===== src/common/ex_pkg.sv =====
package ex_pkg;

	typedef logic [31:0] word_t;
	typedef logic [63:0] dword_t;
	typedef logic [4:0]  reg_addr_t;

	// shift amount comes from the low bits of operand 1
	localparam int SHAMT_W = 5;

	// operation subtype from decode
	typedef enum logic [7:0] {
		EXE_NOP_OP   = 8'h00,
		EXE_SRL_OP   = 8'h02,
		EXE_SRA_OP   = 8'h03,
		EXE_MOVZ_OP  = 8'h0A,
		EXE_MOVN_OP  = 8'h0B,
		EXE_MFHI_OP  = 8'h10,
		EXE_MTHI_OP  = 8'h11,
		EXE_MFLO_OP  = 8'h12,
		EXE_MTLO_OP  = 8'h13,
		EXE_MULT_OP  = 8'h18,
		EXE_MULTU_OP = 8'h19,
		EXE_ADD_OP   = 8'h20,
		EXE_ADDU_OP  = 8'h21,
		EXE_SUB_OP   = 8'h22,
		EXE_SUBU_OP  = 8'h23,
		EXE_AND_OP   = 8'h24,
		EXE_OR_OP    = 8'h25,
		EXE_XOR_OP   = 8'h26,
		EXE_NOR_OP   = 8'h27,
		EXE_SLT_OP   = 8'h2A,
		EXE_SLTU_OP  = 8'h2B,
		EXE_ADDI_OP  = 8'h55,
		EXE_ADDIU_OP = 8'h56,
		EXE_SLTI_OP  = 8'h57,
		EXE_SLTIU_OP = 8'h58,
		EXE_SLL_OP   = 8'h7C,
		EXE_MUL_OP   = 8'hA9,
		EXE_CLZ_OP   = 8'hB0,
		EXE_CLO_OP   = 8'hB1
	} aluop_t;

	// result class, picks which unit feeds the write data
	typedef enum logic [2:0] {
		EXE_RES_NOP        = 3'd0,
		EXE_RES_LOGIC      = 3'd1,
		EXE_RES_SHIFT      = 3'd2,
		EXE_RES_MOVE       = 3'd3,
		EXE_RES_ARITHMETIC = 3'd4
	} alusel_t;

endpackage


===== src/alu/alu_logic_shift_move.sv =====
`timescale 1ns/1ps

module alu_logic_shift_move
	import ex_pkg::*;
(
	input  aluop_t aluop_i,
	input  word_t  reg1_i,
	input  word_t  reg2_i,
	input  word_t  hi_i,
	input  word_t  lo_i,
	output word_t  logic_res_o,
	output word_t  shift_res_o,
	output word_t  move_res_o
);

	logic [SHAMT_W-1:0] shamt;

	assign shamt = reg1_i[SHAMT_W-1:0];

	// bitwise ops
	always_comb begin
		case (aluop_i)
			EXE_AND_OP: logic_res_o = reg1_i & reg2_i;
			EXE_OR_OP:  logic_res_o = reg1_i | reg2_i;
			EXE_XOR_OP: logic_res_o = reg1_i ^ reg2_i;
			EXE_NOR_OP: logic_res_o = ~(reg1_i | reg2_i);
			default:    logic_res_o = '0;
		endcase
	end

	// operand 2 is shifted, operand 1 holds the amount
	always_comb begin
		case (aluop_i)
			EXE_SLL_OP: shift_res_o = reg2_i << shamt;
			EXE_SRL_OP: shift_res_o = reg2_i >> shamt;
			EXE_SRA_OP: shift_res_o = word_t'($signed(reg2_i) >>> shamt);
			default:    shift_res_o = '0;
		endcase
	end

	// condition for movn/movz is resolved in decode
	always_comb begin
		case (aluop_i)
			EXE_MOVN_OP,
			EXE_MOVZ_OP: move_res_o = reg1_i;
			EXE_MFHI_OP: move_res_o = hi_i;
			EXE_MFLO_OP: move_res_o = lo_i;
			default:     move_res_o = '0;
		endcase
	end

endmodule


===== config.mk =====
export PLATFORM = sky130hd
export DESIGN_NAME = alu_logic_shift_move
export DESIGN_NICKNAME = d
export VERILOG_FILES = /design/src/common/ex_pkg.sv /design/src/alu/alu_logic_shift_move.sv
export SDC_FILE = /design/constraint.sdc
export NUM_CORES = 1
export LEC_CHECK = 0
export ABC_AREA = 1
export BUFFER_PORTS_ARGS = -buffer_cell sky130_fd_sc_hd__buf_2
export CAP_MARGIN = 20
export CELL_PAD_IN_SITES_DETAIL_PLACEMENT = 1
export CELL_PAD_IN_SITES_GLOBAL_PLACEMENT = 1
export CORE_ASPECT_RATIO = 1.2
export CORE_MARGIN = 2
export CORE_UTILIZATION = 33
export DETAILED_ROUTE_END_ITERATION = 6
export PLACE_DENSITY_LB_ADDON = 0.2
export SYNTH_ARGS = -nofsm -noshare
export SYNTH_HDL_FRONTEND = slang
export SYNTH_SLANG_ARGS = --single-unit

===== constraint.sdc =====
create_clock -name vclk -period 2.1
set_input_delay 0.21 -clock vclk [all_inputs]
set_output_delay 0.21 -clock vclk [all_outputs]
set_load 0.01 [all_outputs]

==> impl_metrics.csv <==
group,metric,value,unit
run_status,status,"completed",
worst_hold_path,worstHoldStart,"hi_i[31]",
grt,track_usage,0.2987,
synthesis,synth_most_common_cell,"nand2_1",
pwr,powerDensity,155.8,nW/um2
critical_path,critPathKind,"in -> out",
sta,setup_tns,0,ns
worst_hold_path,min_to,"move_res_o[31]",
sta,fin_hold_ws,0.7387,ns
route,drt_iter0_drc,610,
synthesis,yosysTopAreaCell,"nand2_1",
sta,period_minus_slack,2.086,ns
sta,setup_viol,0,
place,port-buffer-count,232,
cells_and_area,clock_buffers,0,
cells_and_area,seqCellArea,0,um2
place,gp_congestion,1.024,
critical_path,worstPathArrival,1.88,ns
grt,overflow,0,
critical_path,worstSetupEndpointType,"output pin",
synthesis,ys_warn_count,0,
floorplanning,fp.dieH,151.8,um
pwr,p_clk_frac,0,
worst_hold_path,hold_path_class,"in -> out",
synthesis,yosysTopAreaCellShare,0.2667,
route,viasPerCell,5.679,
grt,grt_pass1_vias,8699,
critical_path,critPathRequiredTime,1.89,ns
route,firstDrtPassIters,5,
synthesis,synth_common_cells,"nand2_1, nand3_1, inv_1",
run,maxCapViolCount,0,
floorplanning,dieArea,19310,um2
place,dpl.hpwl,25100,um
sta,tightest_slew,0.5397,ns
grt,antenna_found_initial,1,
pwr,p_int,413.4,uW
cells_and_area,design.seq.count,0,
cells_and_area,fill_cells,2680,
route,num_vias,9097,
grt,grt_pass1_wl,47170,um
pwr,switching_share,0.6553,
pwr,p_seq_frac,0,
cells_and_area,design_area,7694,um2
cells_and_area,syn2layout_area_growth,28.02,%
route,antenna_left,0,
synthesis,yosysSeqAreaShare,0,
sta,drv_slew,0,
pwr,p_leak,4.235,nW
floorplanning,coreArea,18040,um2
sta,timing.fmax,0.4793,GHz
pwr,p_comb_frac,1.000,
synthesis,synth_fp_nets,1368,
route,wirelength,30490,um
synthesis,ys_top_cells_by_area,"nand2_1, nand3_1, ha_1, o211ai_1, inv_1",
clock_network,ctsHoldBuffers,0,
synthesis,avgSynthCellArea,5.154,um2
floorplanning,die_w,127.2,um
critical_path,critPathMaxFanout,10,
pwr,p_sw,785.7,uW
cells_and_area,layout-drive-gt1-share,0.2353,
synthesis,yosysUniqueCellTypes,38,
cells_and_area,multi_input_area,5303,um2
synthesis,netlist_area,6010,um2
pwr,design_power_total,1.199,mW
grt,grt_max_degree,74,
sta,final_hold_viol_count,0,
cells_and_area,layout.nets,1581,
floorplanning,initial_core_util,0.3331,
route,wl_per_cell,19.03,um
floorplanning,fp-row-count,54,
sta,rsz0062_at_grt,"yes",
worst_hold_path,whs_path_depth,4,
place,place_area,7614,um2
floorplanning,top_level_ports,232,
critical_path,critPathLaunchType,"primary input",
synthesis,synth_cells,1166,
pwr,ir_drop,0.00007186,V
sta,slew_headroom,0.6364,
sta,min_period_over_period,0.9935,
route,drc_errors,0,
-- metal layers --
metal | global-route usage | share of wire | vias to the layer above
met5 | 0 | 0 | -
met4 | 0.09158 | 0.032 | 0
met3 | 0.02746 | 0.064 | 52
met2 | 0.5177 | 0.48 | 386
met1 | 0.3902 | 0.42 | 4293
li1 | - | - | 4366
-- through the flow --
stage	setup WS, ns	utilization	cells
3_3_place_gp	0.04996	0.4220	1597
2_1_floorplan	0.3408	-	1166
3_5_place_dp	0.02697	0.4220	1597
5_1_grt	-0.02116	0.4265	1602
4_1_cts	0.02296	0.4220	1597
6_report	0.01366	0.4265	1602
-- layout by cell type, fill, tap and decap left out, types with 3 or more instances in the layout --
cell type  count
nand2_1      425
nor3_1         4
nand3_1      267
buf_12        13
nand4_1       11
nor2_1        45
o2111ai_1     33
nand2_2        4
o21ai_0       19
o211ai_1      50
ha_1          66
nand3_2        3
buf_2        232
and2_1         7
a21oi_1       19
o21ai_1       11
nor2_2         5
nor2_4         8
inv_2          8
buf_4         40
inv_1         87
-- final cells by class --
class / instances / share of cell area
well taps: 224 / 0.03643
diodes: 1 / 0.0003253
inverters: 98 / 0.04879
repair buffers: 286 / 0.2252
multi-input cells: 993 / 0.6892
-- kinds of logic (layout without fill, tap and decap cells) --
group | Yosys count | count (layout) | synth area share
and+or+nand+nor | 788 | 788 | 0.5794
buffers and inverters | 173 | 384 | 0.1245
AOI/OAI and AO/OA | 139 | 139 | 0.1587
adders and majority gates | 66 | 66 | 0.1374
other | 0 | 1 | 0
-- power by group through the flow --
stage                 clock [mW]  sequential, mW  combinational (mW)
floorplan                      0               0               0.660
global placement               0               0                1.14
detailed placement             0               0                1.16
CTS                            0               0                1.17
global route        0.0000000637               0                1.31
finish              0.0000000638               0                1.20
-- worst max-delay path by stage --
stage / from / to / slack (ns)
4_1_cts: reg1_i[0] / shift_res_o[2] / 0.02
5_1_grt: reg1_i[0] / shift_res_o[8] / -0.02
3_3_place_gp: reg1_i[0] / shift_res_o[2] / 0.05
6_report: reg1_i[0] / shift_res_o[8] / 0.01
3_5_place_dp: reg1_i[0] / shift_res_o[2] / 0.03
2_1_floorplan: reg1_i[0] / shift_res_o[26] / 0.34
-- critical path, stage by stage --
cell     delay (ns)
buf_2          0.14
inv_4          0.12
buf_4          0.17
nand2_1        0.11
nand3_1        0.10
nand2_1        0.07
o21ai_0        0.45
a21oi_1        0.15
a31oi_1        0.20
buf_2          0.16
-- timing repair --
| item | CTS | global route |
|---|---|---|
| setup buffers | 0 | 4 |
| setup endpoints to repair | 0 | 19 |
| gates resized for setup | 0 | 18 |
No activity file was read; power rests on OpenSTA's default activity.
