==> src/common/ex_pkg.sv <==
package ex_pkg;

	typedef logic [31:0] word_t;
	typedef logic [63:0] dword_t;
	typedef logic [4:0]  reg_addr_t;

	// shift amount comes from the low bits of operand 1
	localparam int SHAMT_W = 5;

	// operation subtype from decode
	typedef enum logic [7:0] {
		EXE_NOP_OP   = 8'h00,
		EXE_SRL_OP   = 8'h02,
		EXE_SRA_OP   = 8'h03,
		EXE_MOVZ_OP  = 8'h0A,
		EXE_MOVN_OP  = 8'h0B,
		EXE_MFHI_OP  = 8'h10,
		EXE_MTHI_OP  = 8'h11,
		EXE_MFLO_OP  = 8'h12,
		EXE_MTLO_OP  = 8'h13,
		EXE_MULT_OP  = 8'h18,
		EXE_MULTU_OP = 8'h19,
		EXE_ADD_OP   = 8'h20,
		EXE_ADDU_OP  = 8'h21,
		EXE_SUB_OP   = 8'h22,
		EXE_SUBU_OP  = 8'h23,
		EXE_AND_OP   = 8'h24,
		EXE_OR_OP    = 8'h25,
		EXE_XOR_OP   = 8'h26,
		EXE_NOR_OP   = 8'h27,
		EXE_SLT_OP   = 8'h2A,
		EXE_SLTU_OP  = 8'h2B,
		EXE_ADDI_OP  = 8'h55,
		EXE_ADDIU_OP = 8'h56,
		EXE_SLTI_OP  = 8'h57,
		EXE_SLTIU_OP = 8'h58,
		EXE_SLL_OP   = 8'h7C,
		EXE_MUL_OP   = 8'hA9,
		EXE_CLZ_OP   = 8'hB0,
		EXE_CLO_OP   = 8'hB1
	} aluop_t;

	// result class, picks which unit feeds the write data
	typedef enum logic [2:0] {
		EXE_RES_NOP        = 3'd0,
		EXE_RES_LOGIC      = 3'd1,
		EXE_RES_SHIFT      = 3'd2,
		EXE_RES_MOVE       = 3'd3,
		EXE_RES_ARITHMETIC = 3'd4
	} alusel_t;

endpackage

==> src/alu/alu_arith.sv <==
`timescale 1ns/1ps

module alu_arith
	import ex_pkg::*;
(
	input  aluop_t aluop_i,
	input  word_t  reg1_i,
	input  word_t  reg2_i,
	input  word_t  mul_lo_i,
	output word_t  arith_res_o,
	output logic   ovf_o
);

	word_t sum;
	word_t diff;
	logic  add_ovf;
	logic  sub_ovf;
	logic  lt_signed;
	logic  lt_unsigned;

	// leading run of bits equal to val, 0 to 32
	function automatic logic [5:0] lead_count(input word_t w, input logic val);
		logic [5:0] n;
		logic       run;
		n   = '0;
		run = 1'b1;
		for (int i = 31; i >= 0; i--) begin
			if (run && (w[i] == val)) begin
				n = n + 6'd1;
			end else begin
				run = 1'b0;
			end
		end
		return n;
	endfunction

	assign sum  = reg1_i + reg2_i;
	assign diff = reg1_i - reg2_i;

	// same-sign operands, result sign flipped
	assign add_ovf = (reg1_i[31] == reg2_i[31]) && (sum[31] != reg1_i[31]);
	// opposite-sign operands, result takes the subtrahend's sign
	assign sub_ovf = (reg1_i[31] != reg2_i[31]) && (diff[31] != reg1_i[31]);

	assign lt_signed   = $signed(reg1_i) < $signed(reg2_i);
	assign lt_unsigned = reg1_i < reg2_i;

	always_comb begin
		case (aluop_i)
			EXE_ADD_OP,
			EXE_ADDI_OP: ovf_o = add_ovf;
			EXE_SUB_OP:  ovf_o = sub_ovf;
			default:     ovf_o = 1'b0;
		endcase
	end

	// immediate forms already have the extended imm in operand 2
	always_comb begin
		case (aluop_i)
			EXE_ADD_OP,
			EXE_ADDU_OP,
			EXE_ADDI_OP,
			EXE_ADDIU_OP: arith_res_o = sum;
			EXE_SUB_OP,
			EXE_SUBU_OP:  arith_res_o = diff;
			EXE_SLT_OP,
			EXE_SLTI_OP:  arith_res_o = {31'b0, lt_signed};
			EXE_SLTU_OP,
			EXE_SLTIU_OP: arith_res_o = {31'b0, lt_unsigned};
			EXE_CLZ_OP:   arith_res_o = {26'b0, lead_count(reg1_i, 1'b0)};
			EXE_CLO_OP:   arith_res_o = {26'b0, lead_count(reg1_i, 1'b1)};
			EXE_MUL_OP:   arith_res_o = mul_lo_i;
			default:      arith_res_o = '0;
		endcase
	end

endmodule

==> config.mk <==
export PLATFORM = sky130hd
export DESIGN_NAME = alu_arith
export DESIGN_NICKNAME = d
export VERILOG_FILES = /design/src/common/ex_pkg.sv /design/src/alu/alu_arith.sv
export SDC_FILE = /design/constraint.sdc
export NUM_CORES = 1
export LEC_CHECK = 0
export BUFFER_PORTS_ARGS = -buffer_cell sky130_fd_sc_hd__buf_2
export CORE_UTILIZATION = 50
export DETAILED_ROUTE_END_ITERATION = 10
export GPL_TIMING_DRIVEN = 0
export PLACE_DENSITY_LB_ADDON = 0.08
export SKIP_LAST_GASP = 1
export SYNTH_ARGS = -nofsm -noshare
export SYNTH_HDL_FRONTEND = slang
export SYNTH_SLANG_ARGS = --single-unit
==> constraint.sdc <==
create_clock -name vclk -period 26.7
set_clock_uncertainty 0.1 [all_clocks]
set_input_delay 4.005 -clock vclk [all_inputs]
set_output_delay 4.005 -clock vclk [all_outputs]
set_load 0.1 [all_outputs]
==> reports/qor.csv <==
stage,metric,value,unit
drt,total number of vias,12824,
die,num ports,137,
drt,final wirelength,36200,um
worst_hold_path,Worst Hold Class,in2out,
die,core area,21200,um2
die,Initial Util,0.514,
layout,Layout area overhead,20.4,%
logic_synthesis,largest family of logic cells by synthesized area,simple AND/OR/NAND/NOR gates,
layout,Register Area,0,um2
global_route,number of global-route vias before repair,11332,
placed_design,Final HPWL DP,28500,um
layout,layout cell share with drive strength beyond 1,0.210,
worst_hold_path,Hold EP,arith_res_o[2],
sta,crit path time final,26.63,ns
flow_run,max cap viols,0,
drt,Initial DRC Count,784,
setup_path,Critical Path Start,reg1_i[30],
sta,fin worst setup slack,0.0749,ns
logic_synthesis,Cells after Synth,1619,
drt,Antenna Nets Post-Route,0,
setup_path,CP max FO,7,
global_route,antenna violations before repair,0,
sta,RSZ-0062 raised after global routing,yes,
sta,Final Hold Viols,0,
setup_path,"slowest stage delay, CP",0.33,ns
logic_synthesis,Synth Cell Area,10900,um2
worst_hold_path,hold path depth,3,
logic_synthesis,library cells used by synthesis,103,
logic_synthesis,xor/xnor cell area share of the yosys netlist,0.136,
placed_design,Final Wtd Congestion,0.939,
die,die area,22300,um2
logic_synthesis,post-synthesis area per instance,6.71,um2
logic_synthesis,"count leader, synth",nor2_1,
setup_path,critical path arrival,22.52,ns
sta,"Slew Viols, Final",0,
logic_synthesis,top-area cell type share of the netlist area,0.142,
placed_design,Setup WS pre-CTS,-1.31,ns
die,Die X,149,um
layout,FF+latch count,0,
logic_synthesis,synthesis warning total,0,
logic_synthesis,Compound-Gate Fraction of Synth Area,0.296,
die,height of the die,149,um
power,Leak,5.67,nW
logic_synthesis,syn nets,1848,
setup_path,critical path class,in2out,
worst_hold_path,worst hold start,mul_lo_i[2],
global_route,grt total ovfl,0,
logic_synthesis,multiplexer share of the synthesized area,0.0575,
sta,Slew headroom,0.230,
clock_network,cts hold-fix bufs,0,
global_route,first-pass GRT wire length,55700,um
logic_synthesis,Area contributors post-synth,"ha_1 14%, nor2_1 6.0%, xnor2_1 5.8%, nand2_1 5.7%, a21oi_1 5.3%",
layout,Nets,2056,
sta,f_max,0.0376,GHz
sta,final worst-path cycle share,0.997,
run_status,outcome,finished clean,
logic_synthesis,Synth Area in Adders,0.145,
power,worst vdd ir,0.00981,mV
logic_synthesis,Synth area leader,ha_1,
die,Row Count,53,
logic_synthesis,sequential share of the synthesized area,0,
power,PD cells,16.8,nW/um2
layout,clock buf count,0,
layout,# diodes,0,
drt,router iterations before antenna repair,5,
sta,Least-Margin Pin Slew,1.14,ns
setup_path,CP most frequent cell,ha_1,
global_route,total track usage,0.303,
logic_synthesis,Commonest cells post-synth,"173 x nor2_1, 166 x nand2_1, 123 x ha_1",
global_route,largest net degree at the start of global routing,11,
placed_design,Placed Cells,2030,
setup_path,worst path required time,22.60,ns
setup_path,Critical Path Start Type,input pin,
layout,fillers,2051,
sta,"Setup violations, final",0,
layout,Final Non-Filler Cells,2100,
drt,# DRC,0,
drt,drt wl/cell,17.2,um
setup_path,crit path max-delay cell type,ha_1,
placed_design,port bufs,136,
setup_path,Worst Setup End Kind,output pin,
drt,vias per cell,6.11,
logic_synthesis,simple-gate portion of the synthesized area,0.299,
sta,final hold slack,8.32,ns
-- worst max path at each step --
| stage | to | slack (ns) |
|---|---|---|
| floorplan | arith_res_o[5] | -0.06 |
| global placement | arith_res_o[5] | -0.90 |
| detailed placement | arith_res_o[5] | -1.31 |
| CTS | arith_res_o[5] | 0.007 |
| global route | arith_res_o[5] | -0.93 |
| finish | arith_res_o[5] | 0.07 |
-- repair_timing --
item,in CTS,in global routing
pin swaps,30,87
buffers inserted,19,50
cloned,0,1
endpoints found under the setup margin,5,5
gates resized for setup,33,90
-- cell usage in the layout, fill, tap and decap left out, types with 14 or more instances in the layout --
cell type  count
a21o_1        24
a21oi_1      107
a221o_1       24
a22o_1        19
a31oi_1       14
and2_1        18
and3_1        23
buf_2        140
buf_4         72
clkbuf_1      51
ha_1          99
ha_4          21
inv_1         96
mux2i_1       37
nand2_1      160
nand2b_1      23
nand3_1       55
nand4_1       14
nor2_1       167
nor2b_1       22
nor3_1        38
nor4_1        18
o211ai_1      19
o21ai_0       81
o21ai_1       16
o221ai_1      23
xnor2_1       69
xor2_1        43
-- logic make-up after synthesis --
| logic type | Yosys count |
|---|---|
| AO/OA/AOI/OAI | 473 |
| XOR/XNOR | 138 |
| adder cells (fa/ha/maj) | 125 |
| buffers and inverters | 177 |
| multiplexers | 60 |
| AND/OR/NAND/NOR | 646 |
-- through the flow --
step | power, W | TNS [ns] | area, um2 | util
floorplan | 0.000141 | -0.0618 | 11000 | -
global placement | 0.000184 | -3.29 | 12000 | 0.567
detailed placement | 0.000186 | -5.25 | 12000 | 0.567
CTS | 0.000195 | 0 | 12300 | 0.581
global route | 0.000238 | -3.36 | 13100 | 0.618
finish | 0.000220 | 0 | 13100 | 0.618
-- layout make-up --
| class | instances | area, um2 | share of cell area |
|---|---|---|---|
| Buffer | 76 | 363 | 0.0277 |
| Multi-Input combinational cell | 1442 | 10700 | 0.818 |
| Tap cell | 275 | 344 | 0.0263 |
| Inverter | 101 | 379 | 0.0290 |
| Timing Repair Buffer | 206 | 1300 | 0.0991 |
-- report_power, final --
group	total [W]	switching, W	internal, W
Sequential	0	0	0
Combinational	0.000220	0.000136	0.0000833
Clock	0	0	0
-- critical path: cells and delay by family --
kind                       cells  cell delay [ns]
AOI/OAI and AO/OA             27             4.08
xor gates and xnor gates       3             0.59
adders and majority gates     29             7.78
buffers and inverters          6             0.68
muxes                         20             3.45
and+or+nand+nor               23             1.88
-- metal layers --
| layer | wire [um] | global-route usage | vias to the layer above |
|---|---|---|---|
| met5 | 0 | 0 | - |
| met4 | 530 | 0.0607 | 0 |
| met3 | 1820 | 0.0134 | 37 |
| met2 | 17000 | 0.513 | 369 |
| met1 | 16900 | 0.423 | 6081 |
| li1 | - | - | 6337 |
No activity file was read; power rests on OpenSTA's default activity.
