**src/common/ex_pkg.sv**
```systemverilog
package ex_pkg;

	typedef logic [31:0] word_t;
	typedef logic [63:0] dword_t;
	typedef logic [4:0]  reg_addr_t;

	// shift amount comes from the low bits of operand 1
	localparam int SHAMT_W = 5;

	// operation subtype from decode
	typedef enum logic [7:0] {
		EXE_NOP_OP   = 8'h00,
		EXE_SRL_OP   = 8'h02,
		EXE_SRA_OP   = 8'h03,
		EXE_MOVZ_OP  = 8'h0A,
		EXE_MOVN_OP  = 8'h0B,
		EXE_MFHI_OP  = 8'h10,
		EXE_MTHI_OP  = 8'h11,
		EXE_MFLO_OP  = 8'h12,
		EXE_MTLO_OP  = 8'h13,
		EXE_MULT_OP  = 8'h18,
		EXE_MULTU_OP = 8'h19,
		EXE_ADD_OP   = 8'h20,
		EXE_ADDU_OP  = 8'h21,
		EXE_SUB_OP   = 8'h22,
		EXE_SUBU_OP  = 8'h23,
		EXE_AND_OP   = 8'h24,
		EXE_OR_OP    = 8'h25,
		EXE_XOR_OP   = 8'h26,
		EXE_NOR_OP   = 8'h27,
		EXE_SLT_OP   = 8'h2A,
		EXE_SLTU_OP  = 8'h2B,
		EXE_ADDI_OP  = 8'h55,
		EXE_ADDIU_OP = 8'h56,
		EXE_SLTI_OP  = 8'h57,
		EXE_SLTIU_OP = 8'h58,
		EXE_SLL_OP   = 8'h7C,
		EXE_MUL_OP   = 8'hA9,
		EXE_CLZ_OP   = 8'hB0,
		EXE_CLO_OP   = 8'hB1
	} aluop_t;

	// result class, picks which unit feeds the write data
	typedef enum logic [2:0] {
		EXE_RES_NOP        = 3'd0,
		EXE_RES_LOGIC      = 3'd1,
		EXE_RES_SHIFT      = 3'd2,
		EXE_RES_MOVE       = 3'd3,
		EXE_RES_ARITHMETIC = 3'd4
	} alusel_t;

endpackage

```
**src/source/ex_mem_reg.sv**
```systemverilog
`timescale 1ns/1ps

module ex_mem_reg
	import ex_pkg::*;
(
	input  logic      clk,
	input  logic      rst_n_i,
	input  alusel_t   alusel_i,
	input  reg_addr_t wd_i,
	input  logic      wreg_i,
	input  word_t     logic_res_i,
	input  word_t     shift_res_i,
	input  word_t     move_res_i,
	input  word_t     arith_res_i,
	input  logic      ovf_i,
	input  logic      whilo_i,
	input  word_t     hi_i,
	input  word_t     lo_i,
	output reg_addr_t mem_wd_o,
	output logic      mem_wreg_o,
	output word_t     mem_wdata_o,
	output logic      mem_whilo_o,
	output word_t     mem_hi_o,
	output word_t     mem_lo_o
);

	word_t wdata;

	// write data by result class
	always_comb begin
		case (alusel_i)
			EXE_RES_LOGIC:      wdata = logic_res_i;
			EXE_RES_SHIFT:      wdata = shift_res_i;
			EXE_RES_MOVE:       wdata = move_res_i;
			EXE_RES_ARITHMETIC: wdata = arith_res_i;
			default:            wdata = '0;
		endcase
	end

	always_ff @(posedge clk) begin
		if (!rst_n_i) begin
			mem_wd_o    <= '0;
			mem_wreg_o  <= 1'b0;
			mem_wdata_o <= '0;
			mem_whilo_o <= 1'b0;
			mem_hi_o    <= '0;
			mem_lo_o    <= '0;
		end else begin
			mem_wd_o    <= wd_i;
			// signed overflow cancels the register write
			mem_wreg_o  <= wreg_i & ~ovf_i;
			mem_wdata_o <= wdata;
			mem_whilo_o <= whilo_i;
			mem_hi_o    <= hi_i;
			mem_lo_o    <= lo_i;
		end
	end

endmodule

```
**config.mk**
```make
export PLATFORM = sky130hd
export DESIGN_NAME = ex_mem_reg
export DESIGN_NICKNAME = d
export VERILOG_FILES = /design/src/common/ex_pkg.sv /design/src/source/ex_mem_reg.sv
export SDC_FILE = /design/constraint.sdc
export NUM_CORES = 1
export LEC_CHECK = 0
export ABC_AREA = 1
export BUFFER_PORTS_ARGS = -buffer_cell sky130_fd_sc_hd__buf_2
export CORE_AREA = 4 4 119 121
export CTS_CLUSTER_SIZE = 14
export DETAILED_ROUTE_END_ITERATION = 10
export DIE_AREA = 0 0 123 125
export PLACE_DENSITY = 0.76
export SETUP_SLACK_MARGIN = 0.05
export SYNTH_ARGS = -nofsm -noshare
export SYNTH_HDL_FRONTEND = slang
export SYNTH_SLANG_ARGS = --single-unit
```
**constraint.sdc**
```tcl
create_clock -name clk -period 1.84 [get_ports clk]
set_input_delay 0.184 -clock clk [delete_from_list [all_inputs] [get_ports clk]]
set_output_delay 0.184 -clock clk [all_outputs]
set_load 0.02 [all_outputs]
```
==> run metrics, run 1 <==
DR vias 4,664; drt pass-1 iters 5; Setup TNS Final 0 ns; status complete, no violations; Longest Clk Path Bufs 2; largest net degree at the start of global routing between 60 and 70; clk slew on worst S/H paths around 0.08 ns; Area contributors post-synth dfxtp_1, nand4_1, nand2_1; post-layout min period between 1 and 1.5 ns; Design Power 0.00512 W; EDFF count, synth 0; Die H about 130 µm; setup bufs post-CTS 0; area of placed instances about 5700 µm²; maximum vdd drop 404 µV; critical path arrival 0.84 ns; Leakage 3.60 nW; Final HPWL DP 11,000 µm; Worst Hold Slack 0.0231 ns; area delta synth->final 44.8%; fin util 46.3%; Max FO, Critical Path 1; fraction of layout cells with a size suffix above 1 roughly half; worst-margin pin slew about 0.56 ns; vias in the first global route slightly above 4k; cts hold-fix bufs 1; CORE AREA 13,100 µm²; CTS tree yes; FMAX between 0.9 and 1 GHz; Mapped Cells 554; Inserted Clock Buffers 9; clock sink total 103; YS warnings 0; RePlAce Congestion 0.860; worst hold path class in -> reg; GRT Resource Usage Total 17.2%; Crit Path Class reg -> out; WL final about 14,000 µm; CP max-delay cell dfxtp_1; post-layout net count ~1.0k; CP max stage delay 0.33 ns; first-pass GRT wire length between 20,000 and 25,000 µm; RSZ-0062 raised after global routing no; Startpoint Class flip-flop; Initial DRC Count 395; period utilisation layout 55.7%; Final ANT Viol Nets 0; Max Transition Viols Final 0; Post-route DRC 0; relative slew slack 62.3%; Synth top area share about half; Ports just over 300; CP Capture Type output pin; wire per inst 13.9 µm; Synth area leader dfxtp_1; count leader, synth nand2_1; die width 123 µm; IO Port Bufs 307; Synth cell types 14; Root Driver clkbuf_16; Seq cells post-synth 103; Mapped Nets 759; delay-heaviest family, CP flip-flops; Post-synth top cells nand2_1, dfxtp_1, nand4_1; Netlist Area Pre-Place 4180 µm²; pwr/cell area 845 nW/µm²; setup violators final 0; FFs w/ async S/R, synth 0%; initial core utilization between 30% and 40%; Post-Layout Inst Area 6060 µm²; Row Count 42; H-tree depth 3; GR Overflow Total 0; cts repair resizes 0; Crit path required time ~1.7 ns; Synth Flop Type dfxtp_1; crit path buf inv count 1; Max Cap Viol 0; antenna violations before repair 2; die area 15,400 µm²; crit-path cells buf_2; sequential element share of the synthesized area between 40% and 50%; Final Hold Viols 0; syn_area_per_cell 7.55 µm²; Avg Vias per Cell 4.56
## cell type report
| class | instances | area [µm²] |
|---|---|---|
| diodes | 2 | 5.00 |
| clock buffers | 9 | 225 |
| clock inverters | 7 | 67.6 |
| fillers | 1334 | 7030 |
| inverters | 74 | 283 |
| multi-input cells | 329 | 1520 |
| flip-flops and latches | 103 | 2060 |
| well taps | 176 | 220 |
| repair buffers | 322 | 1680 |
## state kept, by name (all words and copies together) (netlist names)
name / cells
mem_wdata_o: 32
mem_whilo_o: 1
mem_hi_o: 32
mem_wd_o: 5
mem_lo_o: 32
mem_wreg_o: 1
## where the power goes
group / internal (W) / total [W] / switching, W / leakage, nW
clock network: 0.000946 / 0.00185 / 0.000907 / 0.133
registers: 0.00235 / 0.00238 / 0.0000281 / 0.854
logic: 0.000347 / 0.000891 / 0.000544 / 2.61
total: 0.00364 / 0.00512 / 0.00148 / 3.60
## metrics by stage
| step | instances | setup slack (ns) |
|---|---|---|
| 2_1_floorplan | 554 | 0.916 |
| 3_3_place_gp | 1003 | 0.564 |
| 3_5_place_dp | 1003 | 0.520 |
| 4_1_cts | 1020 | 0.767 |
| 5_1_grt | 1022 | 0.750 |
| 6_report | 1022 | 0.815 |
## cells in the final DEF (no fill, tap or decap)
cell type / count
buf_2: 307
nand2_1: 135
dfxtp_1: 103
nand4_1: 96
inv_2: 71
nor2_1: 65
nand3_1: 32
buf_4: 12
clkbuf_16: 9
clkinvlp_4: 3
diode_2: 2
inv_1: 2
inv_6: 2
buf_12: 2
nor2_2: 1
clkinv_8: 1
inv_8: 1
clkinv_4: 1
dlygate4sd3_1: 1
## cell families (layout without fill, tap and decap cells)
logic type    Yosys count  in the layout  synth area share, %
other cells             0              2                    0
flops                 103            103                 49.3
buf+inv               122            412                 14.4
simple gates          329            329                 36.3
## path summary, 6_finish.rpt
| check | from | to | slack, ns | cells past startpoint |
|---|---|---|---|---|
| setup / recovery | mem_wdata_o[22]$_SDFF_PN0_ | mem_wdata_o[22] | 0.81 | 1 |
| hold / removal | wd_i[1] | mem_wd_o[1]$_SDFF_PN0_ | 0.02 | 3 |
## layer usage
metal / global-route usage, % / wire length, µm / vias to the layer above / part of all wire, %
li1: - / - / 2358 / -
met5: 0 / 0 / - / 0
met1: 20.0 / 5490 / 2021 / 39
met3: 5.15 / 1630 / 21 / 11
met2: 28.9 / 6850 / 264 / 48
met4: 7.69 / 290 / 0 / 2.0
Note: power is estimated with default switching activity, not from simulation.
==> run 2: changes to the inputs <==
--- a/config.mk
+++ b/config.mk
@@ -7,11 +7,11 @@
 export LEC_CHECK = 0
 export ABC_AREA = 1
 export BUFFER_PORTS_ARGS = -buffer_cell sky130_fd_sc_hd__buf_2
-export CORE_AREA = 4 4 119 121
+export CORE_AREA = 4 4 117 119
 export CTS_CLUSTER_SIZE = 14
 export DETAILED_ROUTE_END_ITERATION = 10
-export DIE_AREA = 0 0 123 125
-export PLACE_DENSITY = 0.76
+export DIE_AREA = 0 0 121 123
+export PLACE_DENSITY = 0.78
 export SETUP_SLACK_MARGIN = 0.05
 export SYNTH_ARGS = -nofsm -noshare
 export SYNTH_HDL_FRONTEND = slang
==> constraint.sdc (replaced) <==
create_clock -name clk -period 1 [get_ports clk]
set_input_delay 0.1 -clock clk [delete_from_list [all_inputs] [get_ports clk]]
set_output_delay 0.1 -clock clk [all_outputs]
set_load 0.02 [all_outputs]
==> run metrics, run 2 (synthesized netlist as in run 1, its figures left out) <==
Max FO, Critical Path 1 (unchanged); Leakage 3.97 nW (+10%); met2 wire len 8680 µm (+27%); RePlAce Congestion 0.865 (+0.64%); Final HPWL DP 10,900 µm (-0.54%); Root Driver clkbuf_16; Avg Vias per Cell 4.67 (+2.3%); maximum vdd drop 629 µV (+56%); drt pass-1 iters 6 (+1); first-pass GRT wire length 23,900 µm (+15%); Startpoint Class flip-flop; hold path start hi_i[23]; FMAX 1.05 GHz; wire per inst 15.3 µm (+9.7%); top layer in use met4; Crit path required time 0.90 ns (-0.76 ns); WL final 16,700 µm (+17%); GRT Resource Usage Total 20.2% (+3.0 points); CP max stage delay 0.33 ns (about the same); Final Hold Viols 0 (unchanged); Crit Path Class reg -> out; CP max-delay cell dfxtp_1; met1 wire length 5920 µm (+7.9%); vias in the first global route 4,825 (+16%); area delta synth->final 67.2%; RSZ-0062 raised after global routing yes; dpl cells 1,005 (+0.20%); Hold EP mem_hi_o[23]$_SDFF_PN0_; Layout fillers 1,089 (-18%); die area 14,900 µm² (-3.2%); Longest Clk Path Bufs 2 (unchanged); H-tree depth 3 (unchanged); post-layout min period 0.951 ns; GR Overflow Total 0 (unchanged); WHS Path Cells 3 (unchanged); Ports 308 (unchanged); worst hold path class in -> reg; Post-route DRC 0 (unchanged); Final ANT Viol Nets 0 (unchanged); DR WL met3 1580 µm (-3.3%); antenna violations before repair 1 (-1); period utilisation layout 95.1%; clock sink total 103 (unchanged); CP Capture Type output pin; largest registers mem_hi_o x32, mem_lo_o x32, mem_wdata_o x32; Inserted Clock Buffers 9 (unchanged); die width 121 µm (-1.6%); commonest cells after routing, fill and taps aside buf_2, nand2_1, nand4_1; Initial DRC Count 321 (-19%); Design Power 0.00983 W (+92%); pwr/cell area 1410 nW/µm² (+66%); fin util 55.6% (+9.3 points); post-layout net count 1,120 (+7.3%); Setup TNS Final 0 ns (unchanged); Max Transition Viols Final 0 (unchanged); CORE AREA 12,600 µm² (-3.9%); critical path arrival 0.85 ns (about the same); worst-margin pin slew 0.275 ns (-0.289 ns); DR vias 5,106 (+9.5%); fraction of layout cells with a size suffix above 1 46.4% (-2.2 points); commonest non-fill, non-tap cell in the layout buf_2; IO Port Bufs 307 (unchanged); crit path buf inv count 1 (unchanged); setup violators final 0 (unchanged); clk slew on worst S/H paths 0.08 ns (about the same); Die H 123 µm (-1.6%); CTS tree yes; delay-heaviest family, CP flip-flops; status complete, no violations; Finished Layout Cells 1,094 (+7.0%); relative slew slack 81.7% (+19 points); Max Cap Viol 0 (unchanged); largest net degree at the start of global routing 65 (+6.6%); Row Count 41 (-2.4%); initial core utilization 33.3% (+1.3 points); crit-path cells buf_2
==> run 2: cell count changes in the layout (fill, tap and decap cells not counted), moves of 2 or more <==
cell,before,now
inv_8,1,3
buf_4,12,48
buf_12,2,8
dlygate4sd3_1,1,71
buf_2,307,268
buf_6,0,3
dfxtp_1,103,92
clkinvlp_4,3,1
dfxtp_2,0,11
==> run 2: power breakdown <==
group          switching [W]  total, W  internal (W)  leakage [nW]
registers          0.0000738   0.00440       0.00433         0.858
logic                0.00108   0.00200      0.000917          2.97
clock network        0.00168   0.00343       0.00175         0.142
==> run 2: worst max-delay path by stage <==
stage / from / endpoint / slack, ns / depth (start not counted)
6_report: mem_wd_o[1]$_SDFF_PN0_ / mem_wd_o[1] / 0.05 / 1
5_1_grt: mem_lo_o[2]$_SDFF_PN0_ / mem_lo_o[2] / 0.02 / 1
4_1_cts: mem_wdata_o[28]$_SDFF_PN0_ / mem_wdata_o[28] / 0.04 / 1
3_5_place_dp: alusel_i[1] / mem_wdata_o[23]$_SDFF_PN0_ / -0.0005 / 7
3_3_place_gp: alusel_i[0] / mem_wdata_o[18]$_SDFF_PN0_ / 0.04 / 6
2_1_floorplan: alusel_i[2] / mem_wdata_o[10]$_SDFF_PN0_ / 0.16 / 8
==> run 2: final cells by class <==
| cell class | count | area, µm² | share of cell area, % |
|---|---|---|---|
| Antenna cell | 2 | 5.00 | 0.0716 |
| Clock buffer | 9 | 225 | 3.22 |
| Clock inverter | 7 | 63.8 | 0.913 |
| Inverter | 74 | 283 | 4.04 |
| Multi-Input combinational cell | 329 | 1520 | 21.7 |
| Sequential cell | 103 | 2080 | 29.7 |
| Tap cell | 172 | 215 | 3.08 |
| Timing Repair Buffer | 398 | 2610 | 37.3 |
==> run 2: timing repair <==
| item | in CTS | in global routing |
|---|---|---|
| buffers inserted | 0 | 0 |
| pin swaps | 0 | 0 |
| hold endpoints to repair | 70 | 0 |
| endpoints found under the setup margin | 5 | 37 |
| gates resized for setup | 6 | 48 |
| hold buffers | 71 | 0 |
==> run 2: metrics by stage <==
step	worst slack (ns)	hold WS, ns	cell area [µm²]
after floorplan	0.160	0.172	4180
after global placement	0.0433	0.257	5860
after detailed placement	-0.000517	0.279	5860
after CTS	0.0384	0.00980	6880
after global routing	0.0151	0.000541	6990
final	0.0490	0.0355	6990
==> run 2: layer usage <==
layer,track usage [%],up-vias
li1,-,2505
met1,22.5,2254
met2,36.5,304
met3,5.35,43
met4,8.36,0
met5,0,-
