$ cat config.mk
export PLATFORM = sky130hd
export DESIGN_NAME = hilo_forward
export DESIGN_NICKNAME = d
export VERILOG_FILES = /design/src/common/ex_pkg.sv /design/src/source/hilo_forward.sv
export SDC_FILE = /design/constraint.sdc
export NUM_CORES = 1
export LEC_CHECK = 0
export ABC_AREA = 0
export BUFFER_PORTS_ARGS = -buffer_cell sky130_fd_sc_hd__buf_2
export CAP_MARGIN = 20
export CELL_PAD_IN_SITES_DETAIL_PLACEMENT = 1
export CELL_PAD_IN_SITES_GLOBAL_PLACEMENT = 1
export CORE_MARGIN = 8
export CORE_UTILIZATION = 15
export DETAILED_ROUTE_END_ITERATION = 12
export PLACE_DENSITY_LB_ADDON = 0.1
export SYNTH_ARGS = -nofsm -noshare
export SYNTH_HDL_FRONTEND = slang
export SYNTH_SLANG_ARGS = --single-unit
export TNS_END_PERCENT = 50
$ cat constraint.sdc
create_clock -name vclk -period 2.21
set_clock_uncertainty 0.15 [all_clocks]
set_input_delay 0.3315 -clock vclk [all_inputs]
set_output_delay 0.3315 -clock vclk [all_outputs]
set_load 0.005 [all_outputs]
$ cat src/common/ex_pkg.sv
package ex_pkg;

	typedef logic [31:0] word_t;
	typedef logic [63:0] dword_t;
	typedef logic [4:0]  reg_addr_t;

	// shift amount comes from the low bits of operand 1
	localparam int SHAMT_W = 5;

	// operation subtype from decode
	typedef enum logic [7:0] {
		EXE_NOP_OP   = 8'h00,
		EXE_SRL_OP   = 8'h02,
		EXE_SRA_OP   = 8'h03,
		EXE_MOVZ_OP  = 8'h0A,
		EXE_MOVN_OP  = 8'h0B,
		EXE_MFHI_OP  = 8'h10,
		EXE_MTHI_OP  = 8'h11,
		EXE_MFLO_OP  = 8'h12,
		EXE_MTLO_OP  = 8'h13,
		EXE_MULT_OP  = 8'h18,
		EXE_MULTU_OP = 8'h19,
		EXE_ADD_OP   = 8'h20,
		EXE_ADDU_OP  = 8'h21,
		EXE_SUB_OP   = 8'h22,
		EXE_SUBU_OP  = 8'h23,
		EXE_AND_OP   = 8'h24,
		EXE_OR_OP    = 8'h25,
		EXE_XOR_OP   = 8'h26,
		EXE_NOR_OP   = 8'h27,
		EXE_SLT_OP   = 8'h2A,
		EXE_SLTU_OP  = 8'h2B,
		EXE_ADDI_OP  = 8'h55,
		EXE_ADDIU_OP = 8'h56,
		EXE_SLTI_OP  = 8'h57,
		EXE_SLTIU_OP = 8'h58,
		EXE_SLL_OP   = 8'h7C,
		EXE_MUL_OP   = 8'hA9,
		EXE_CLZ_OP   = 8'hB0,
		EXE_CLO_OP   = 8'hB1
	} aluop_t;

	// result class, picks which unit feeds the write data
	typedef enum logic [2:0] {
		EXE_RES_NOP        = 3'd0,
		EXE_RES_LOGIC      = 3'd1,
		EXE_RES_SHIFT      = 3'd2,
		EXE_RES_MOVE       = 3'd3,
		EXE_RES_ARITHMETIC = 3'd4
	} alusel_t;

endpackage

$ cat src/source/hilo_forward.sv
`timescale 1ns/1ps

module hilo_forward
	import ex_pkg::*;
(
	input  word_t hi_i,
	input  word_t lo_i,
	input  logic  mem_whilo_i,
	input  word_t mem_hi_i,
	input  word_t mem_lo_i,
	input  logic  wb_whilo_i,
	input  word_t wb_hi_i,
	input  word_t wb_lo_i,
	output word_t hi_o,
	output word_t lo_o
);

	// newest pending write wins
	always_comb begin
		if (mem_whilo_i) begin
			hi_o = mem_hi_i;
			lo_o = mem_lo_i;
		end else if (wb_whilo_i) begin
			hi_o = wb_hi_i;
			lo_o = wb_lo_i;
		end else begin
			// nothing in flight, register file is current
			hi_o = hi_i;
			lo_o = lo_i;
		end
	end

endmodule

==> run_results.csv, run 1 <==
group,metric,value,unit
status,status,"complete, no violations",
pwr,intPower,292,uW
detailed_routing,avgRoutedWirePerCell,16.0,um
die,row_count,35,
yosys,yosysWarnings,0,
detailed_routing,viasPerCell,4.26,
detailed_routing,wirelength,9070,um
cells_and_area,nFlopsAndLatches,0,
critical_path,start_kind,"input port",
global_routing,antenna_found_initial,0,
cells_and_area,finish.net_count,650,
detailed_routing,drt_iter0_markers,92,
cells_and_area,register_area,0,um2
die,initial_core_util,0.151,
pwr,ir_drop,0.0497,mV
yosys,yosysTopAreaCell,"mux2i_1",
yosys,ys_seq_area_frac,0,
timing,tns,0,ns
die,dieHeight,111,um
yosys,synth_area,1370,um2
pwr,clkPwrFrac,0,
clock_network,holdBufCountCts,0,
pwr,p_leak,0.00167,uW
detailed_routing,dr.pass1.iters,4,
global_routing,grt_pass1_vias,2602,
cells_and_area,layout-drive-gt1-share,0.577,
yosys,synth_top_area_frac,0.469,
timing,setup_viol,0,
global_routing,grt_usage,0.132,
pwr,switching_power,229,uW
timing,finalCriticalPeriod,1.73,ns
critical_path,crit_path_end_kind,"output port",
pwr,pwr-share-seq,0,
pwr,switching_share,0.440,
timing,min_period_over_period,0.782,
pwr,p_per_area,192,nW/um2
die,dieArea,12400,um2
place,gp_congestion,0.701,
yosys,syn_area_per_cell,6.41,um2
die,coreArea,9020,um2
detailed_routing,ant_nets,0,
yosys,synthTopCellsByArea,"mux2i_1 (47%), o21ai_1 (22%), nand2_1 (18%)",
critical_path,worstSetupPathType,"input port to output port",
timing,hold_violations,0,
global_routing,overflow,0,
critical_path,cp_max_fo,40,
cells_and_area,diodes,0,
worst_hold_path,holdPathStages,4,
worst_hold_path,hold_path.class,"input port to output port",
cells_and_area,multi_input_area,1200,um2
cells_and_area,syn_to_final_growth,99.0,%
clock_network,cts-resized-gates,0,
pwr,pwr-share-comb,1.000,
detailed_routing,vias,2405,
yosys,ys_types,9,
timing,max_slew_margin,0.790,
cells_and_area,clkbuf_count,0,
critical_path,crit_arrival,1.25,ns
cells_and_area,final_core_util,0.301,
flow_run,max_cap_viol_count,0,
timing,fmax,0.579,GHz
critical_path,crit_required,1.73,ns
global_routing,grt_pass1_wl,14000,um
yosys,syn_inst,213,
die,dieWidth,111,um
worst_hold_path,whs_endpoint,"hi_o[31]",
timing,tightest_slew,0.314,ns
clock_network,post_cts_buffers,0,
detailed_routing,drc,0,
timing,slew_viol_final,0,
worst_hold_path,worstHoldStart,"mem_hi_i[31]",
global_routing,grt_start_max_net_pins,55,
place,io_buffers,258,
place,hpwl,7970,um
timing,rsz0062_at_grt,"no",
yosys,syn-num-nets,407,
die,io_pins,258,
cells_and_area,nFillCells,1250,
## cells in the final DEF, fill, tap and decap left out
cell | netlist | final
buf_2 | 2 | 256
buf_12 | 0 | 4
o21ai_0 | 4 | 4
o21ai_1 | 60 | 60
nand2_1 | 64 | 64
mux2i_1 | 64 | 64
buf_4 | 2 | 2
## power groups by stage
stage	Combinational [uW]	Sequential, uW	Clock, uW
2_1_floorplan	236	0	0
3_3_place_gp	523	0	0
3_5_place_dp	533	0	0
4_1_cts	535	0	0
5_1_grt	584	0	0
6_report	521	0	0
## logic make-up after synthesis
| family | count (synthesis) | synth area share |
|---|---|---|
| AO/OA/AOI/OAI | 64 | 0.235 |
| buffers and inverters | 21 | 0.120 |
| multiplexers | 64 | 0.469 |
| AND/OR/NAND/NOR | 64 | 0.176 |
## how the worst max path moves through the flow
| stage | start | to | slack, ns |
|---|---|---|---|
| 2_1_floorplan | wb_whilo_i | hi_o[0] | 0.83 |
| 3_3_place_gp | wb_whilo_i | lo_o[0] | 0.46 |
| 3_5_place_dp | wb_whilo_i | lo_o[0] | 0.46 |
| 4_1_cts | wb_whilo_i | lo_o[0] | 0.47 |
| 5_1_grt | mem_whilo_i | hi_o[19] | 0.38 |
| 6_report | wb_whilo_i | lo_o[0] | 0.48 |
## layout make-up
type | count | area share
Multi-Input combinational cell | 192 | 0.442
Tap cell | 111 | 0.0511
Timing Repair Buffer | 262 | 0.507
## worst max-delay path, cell delays in order
cell,delay [ns]
buf_4,0.11
buf_12,0.26
mux2i_1,0.26
o21ai_0,0.09
buf_2,0.14
## Yosys cell counts, drive strengths merged
cell type and n:
buf 11, nand2 64, clkbuf 10, o21ai 64, mux2i 64
## through the flow
stage	std cells	power [uW]	hold slack [ns]	cell area [um2]	setup slack (ns)
2_1_floorplan	213	236	0.607	1370	0.830
3_3_place_gp	565	523	0.791	2720	0.464
3_5_place_dp	565	533	0.792	2720	0.465
4_1_cts	565	535	0.793	2720	0.467
5_1_grt	565	584	0.816	2720	0.382
6_report	565	521	0.791	2720	0.482
## layer usage
metal  GRT usage  wire [um]  vias up
met5           0          0        -
met1       0.128       3190     1045
met2       0.271       4940      127
met3      0.0473        938        0
li1            -          -     1233
met4           0          0        0
Note: power is estimated with default switching activity, not from simulation.
==> inputs of run 2 (changes only) <==
- CORE_UTILIZATION: 15 -> 13
- clock period: 2.21 -> 1.48 ns (I/O delays scaled with it)
==> run_results.csv, run 2 (synthesized netlist as in run 1, its figures left out) <==
group,metric,value,unit
critical_path,crit_arrival,1.01,ns
critical_path,start_kind,"input port",
place,gp_congestion,0.743,
critical_path,crit_slowest_cell,"mux2i_1",
critical_path,cp_max_fo,19,
timing,slew_viol_final,0,
pwr,intPower,453,uW
timing,holdWs,0.574,ns
die,dieHeight,118,um
detailed_routing,vias,2470,
critical_path,worstSetupPathType,"input port to output port",
pwr,p_leak,0.00171,uW
flow_run,max_cap_viol_count,0,
critical_path,crit_path_end_kind,"output port",
global_routing,grt_pass1_vias,2740,
cells_and_area,final_cell_mix,"buf_2 (256), mux2i_1 (64), nand2_1 (64)",
timing,fmax,0.724,GHz
worst_hold_path,worstHoldStart,"mem_hi_i[30]",
cells_and_area,diodes,0,
detailed_routing,drt_iter0_markers,72,
die,row_count,37,
cells_and_area,syn_to_final_growth,106,%
detailed_routing,ant_nets,0,
timing,rsz0062_at_grt,"no",
global_routing,grt_pass1_wl,14300,um
detailed_routing,avgRoutedWirePerCell,15.7,um
cells_and_area,finish.net_count,656,
clock_network,post_cts_buffers,0,
global_routing,antenna_found_initial,0,
timing,hold_violations,0,
timing,finalCriticalPeriod,1.38,ns
global_routing,grt_start_max_net_pins,37,
critical_path,cp-startpoint,"wb_whilo_i",
cells_and_area,layout-drive-gt1-share,0.583,
critical_path,path_buf_inv,3,
pwr,pwr-share-comb,1.000,
global_routing,grt_usage,0.122,
cells_and_area,nFlopsAndLatches,0,
place,hpwl,8410,um
cells_and_area,clkbuf_count,0,
detailed_routing,viasPerCell,4.14,
detailed_routing,dr.pass1.iters,4,
timing,max_slew_margin,0.884,
critical_path,slowest_delay,0.24,ns
cells_and_area,layout_commonest_cell,"buf_2",
global_routing,overflow,0,
die,coreArea,10300,um2
die,initial_core_util,0.133,
timing,setup_viol,0,
timing,tns,0,ns
place,io_buffers,258,
pwr,pwr-share-seq,0,
pwr,switching_share,0.436,
pwr,switching_power,350,uW
die,dieArea,14000,um2
timing,tightest_slew,0.170,ns
cells_and_area,design_area,2820,um2
status,status,"complete, no violations",
cells_and_area,final_core_util,0.274,
die,dieWidth,118,um
detailed_routing,wirelength,9330,um
place,dpl_cell_area,2820,um2
timing,min_period_over_period,0.934,
pwr,ir_drop,0.0901,mV
detailed_routing,drc,0,
cells_and_area,register_area,0,um2
worst_hold_path,hold_path.class,"input port to output port",
critical_path,crit_required,1.11,ns
pwr,clkPwrFrac,0,
clock_network,holdBufCountCts,0,
critical_path,cp_cell_sequence,"buf_4 -> buf_12 -> mux2i_1 -> o21ai_1 -> buf_2",
die,io_pins,258,
pwr,p_per_area,285,nW/um2
pwr,p_total,803,uW
clock_network,cts-resized-gates,0,
critical_path,cpLargestDelayFamily,"buffers and inverters",
==> run 2: cell count changes in the layout (fill, tap and decap cells not counted) <==
cell / before / now
buf_4: 2 / 6
buf_12: 4 / 6
==> run 2: final timing paths <==
path	to	cells after the start
setup / recovery	hi_o[5]	5
hold / removal	hi_o[30]	4
==> run 2: power groups by stage <==
stage	Sequential (uW)	Clock, uW	Combinational (uW)
floorplan	0	0	352
global placement	0	0	809
detailed placement	0	0	823
CTS	0	0	826
global route	0	0	900
finish	0	0	803
==> run 2: metal layers <==
| layer | vias up | GRT usage | share of wire |
|---|---|---|---|
| met2 | 134 | 0.250 | 0.54 |
| li1 | 1242 | - | - |
| met1 | 1092 | 0.119 | 0.35 |
| met5 | - | 0 | 0 |
| met4 | 0 | 0.00395 | 0.0036 |
| met3 | 2 | 0.0419 | 0.10 |
==> run 2: cell type report <==
cell class	count	area (um2)
multi-input combinational	192	1200
timing repair buffer	268	1450
tap	136	170
fill	1385	7460
==> run 2: per-stage QoR <==
step                      worst slack [ns]  cells
after floorplan                      0.319    213
after detailed placement            0.0739    596
after global placement              0.0888    596
after global routing                0.0216    596
final                               0.0982    596
after CTS                           0.0701    596
==> inputs of run 3 (changes only) <==
- CORE_UTILIZATION: 13 -> 14
- clock period: 1.48 -> 1.55 ns (I/O delays scaled with it)
==> run_results.csv, run 3 (synthesized netlist as in run 1, its figures left out) <==
group,metric,value,unit
status,status,"complete, no violations",
timing,rsz0062_at_grt,"no",
global_routing,grt_usage,0.127,
cells_and_area,syn_to_final_growth,107,%
pwr,p_leak,0.00171,uW
die,coreArea,9640,um2
cells_and_area,final_cell_mix,"buf_2 (256), mux2i_1 (64), nand2_1 (64)",
global_routing,overflow,0,
critical_path,worstSetupPathType,"input port to output port",
place,place_inst,589,
cells_and_area,finish.net_count,653,
timing,slew_viol_final,0,
detailed_routing,avgRoutedWirePerCell,16.2,um
flow_run,max_cap_viol_count,0,
cells_and_area,register_area,0,um2
detailed_routing,viasPerCell,4.14,
critical_path,cpLargestDelayFamily,"buffers and inverters",
critical_path,cp_max_fo,27,
critical_path,cp-startpoint,"wb_whilo_i",
cells_and_area,layout_commonest_cell,"buf_2",
critical_path,cp_cell_sequence,"buf_4 -> buf_12 -> mux2i_1 -> o21ai_1 -> buf_2",
timing,finalCriticalPeriod,1.45,ns
detailed_routing,wirelength,9560,um
worst_hold_path,hold_path.class,"input port to output port",
pwr,p_per_area,275,nW/um2
detailed_routing,dr.pass1.iters,4,
cells_and_area,fin_cells,591,
die,dieHeight,115,um
timing,fmax,0.690,GHz
detailed_routing,ant_nets,0,
pwr,ir_drop,0.136,mV
cells_and_area,clkbuf_count,0,
die,row_count,36,
pwr,p_total,776,uW
cells_and_area,layout-drive-gt1-share,0.580,
timing,tightest_slew,0.217,ns
cells_and_area,nFlopsAndLatches,0,
detailed_routing,drt_iter0_markers,44,
die,dieWidth,115,um
global_routing,grt_pass1_wl,13500,um
timing,min_period_over_period,0.935,
place,gp_congestion,0.792,
worst_hold_path,worstHoldStart,"mem_lo_i[31]",
critical_path,path_buf_inv,3,
critical_path,slowest_delay,0.23,ns
detailed_routing,vias,2447,
die,initial_core_util,0.142,
die,dieArea,13200,um2
critical_path,crit_slowest_cell,"buf_12",
global_routing,antenna_found_initial,1,
die,io_pins,258,
timing,hold_violations,0,
global_routing,grt_start_max_net_pins,38,
timing,setup_viol,0,
detailed_routing,drc,0,
critical_path,crit_required,1.17,ns
critical_path,crit_path_end_kind,"output port",
cells_and_area,nFillCells,1319,
critical_path,start_kind,"input port",
global_routing,grt_pass1_vias,2644,
critical_path,crit_arrival,1.07,ns
place,io_buffers,258,
place,hpwl,8290,um
timing,max_slew_margin,0.855,
timing,tns,0,ns
## run 3: changes by cell type in the layout (fill, tap and decap cells not counted)
cell,before,now
buf_12,6,5
clkbuf_16,0,1
buf_4,6,2
diode_2,0,1
buf_16,0,1
## run 3: through the flow
step / hold slack (ns) / instance area, um2 / utilization / worst slack (ns)
6_report: 0.592 / 2820 / 0.292 / 0.101
5_1_grt: 0.608 / 2820 / 0.292 / 0.0209
4_1_cts: 0.598 / 2780 / 0.289 / 0.0715
3_5_place_dp: 0.597 / 2780 / 0.289 / 0.0712
3_3_place_gp: 0.596 / 2780 / 0.289 / 0.0752
2_1_floorplan: 0.409 / 1370 / - / 0.368
## run 3: layout make-up
class | count | area (um2) | area share
Timing Repair Buffer | 265 | 1450 | 0.514
Multi-Input combinational cell | 192 | 1200 | 0.426
Tap cell | 133 | 166 | 0.0590
Antenna cell | 1 | 2.50 | 0.000888
## run 3: final timing paths
path       end  slack [ns]  cells after the start
max   lo_o[14]        0.10                      5
min   lo_o[31]        0.59                      4
## run 3: report_power, final
part / switching (uW) / internal [uW]
clock: 0 / 0.0000862
combinational: 342 / 434
sequential: 0 / 0
total: 342 / 434
## run 3: timing repair
| action | CTS | global route |
|---|---|---|
| gates resized for setup | 0 | 1 |
| setup buffers | 0 | 0 |
| hold buffers | 0 | 0 |
| endpoints found under the setup margin | 0 | 2 |
## run 3: tightest hold or removal path, stage by stage
cell	delay, ns
buf_2	0.07
nand2_1	0.04
o21ai_0	0.05
buf_2	0.11
## run 3: per-layer routing
metal,vias up,wire length (um),global-route usage,part of all wire
li1,1242,-,-,-
met4,0,147,0.0184,0.015
met1,1054,3110,0.112,0.33
met3,8,1230,0.0583,0.13
met2,143,5070,0.258,0.53
met5,-,0,0,0
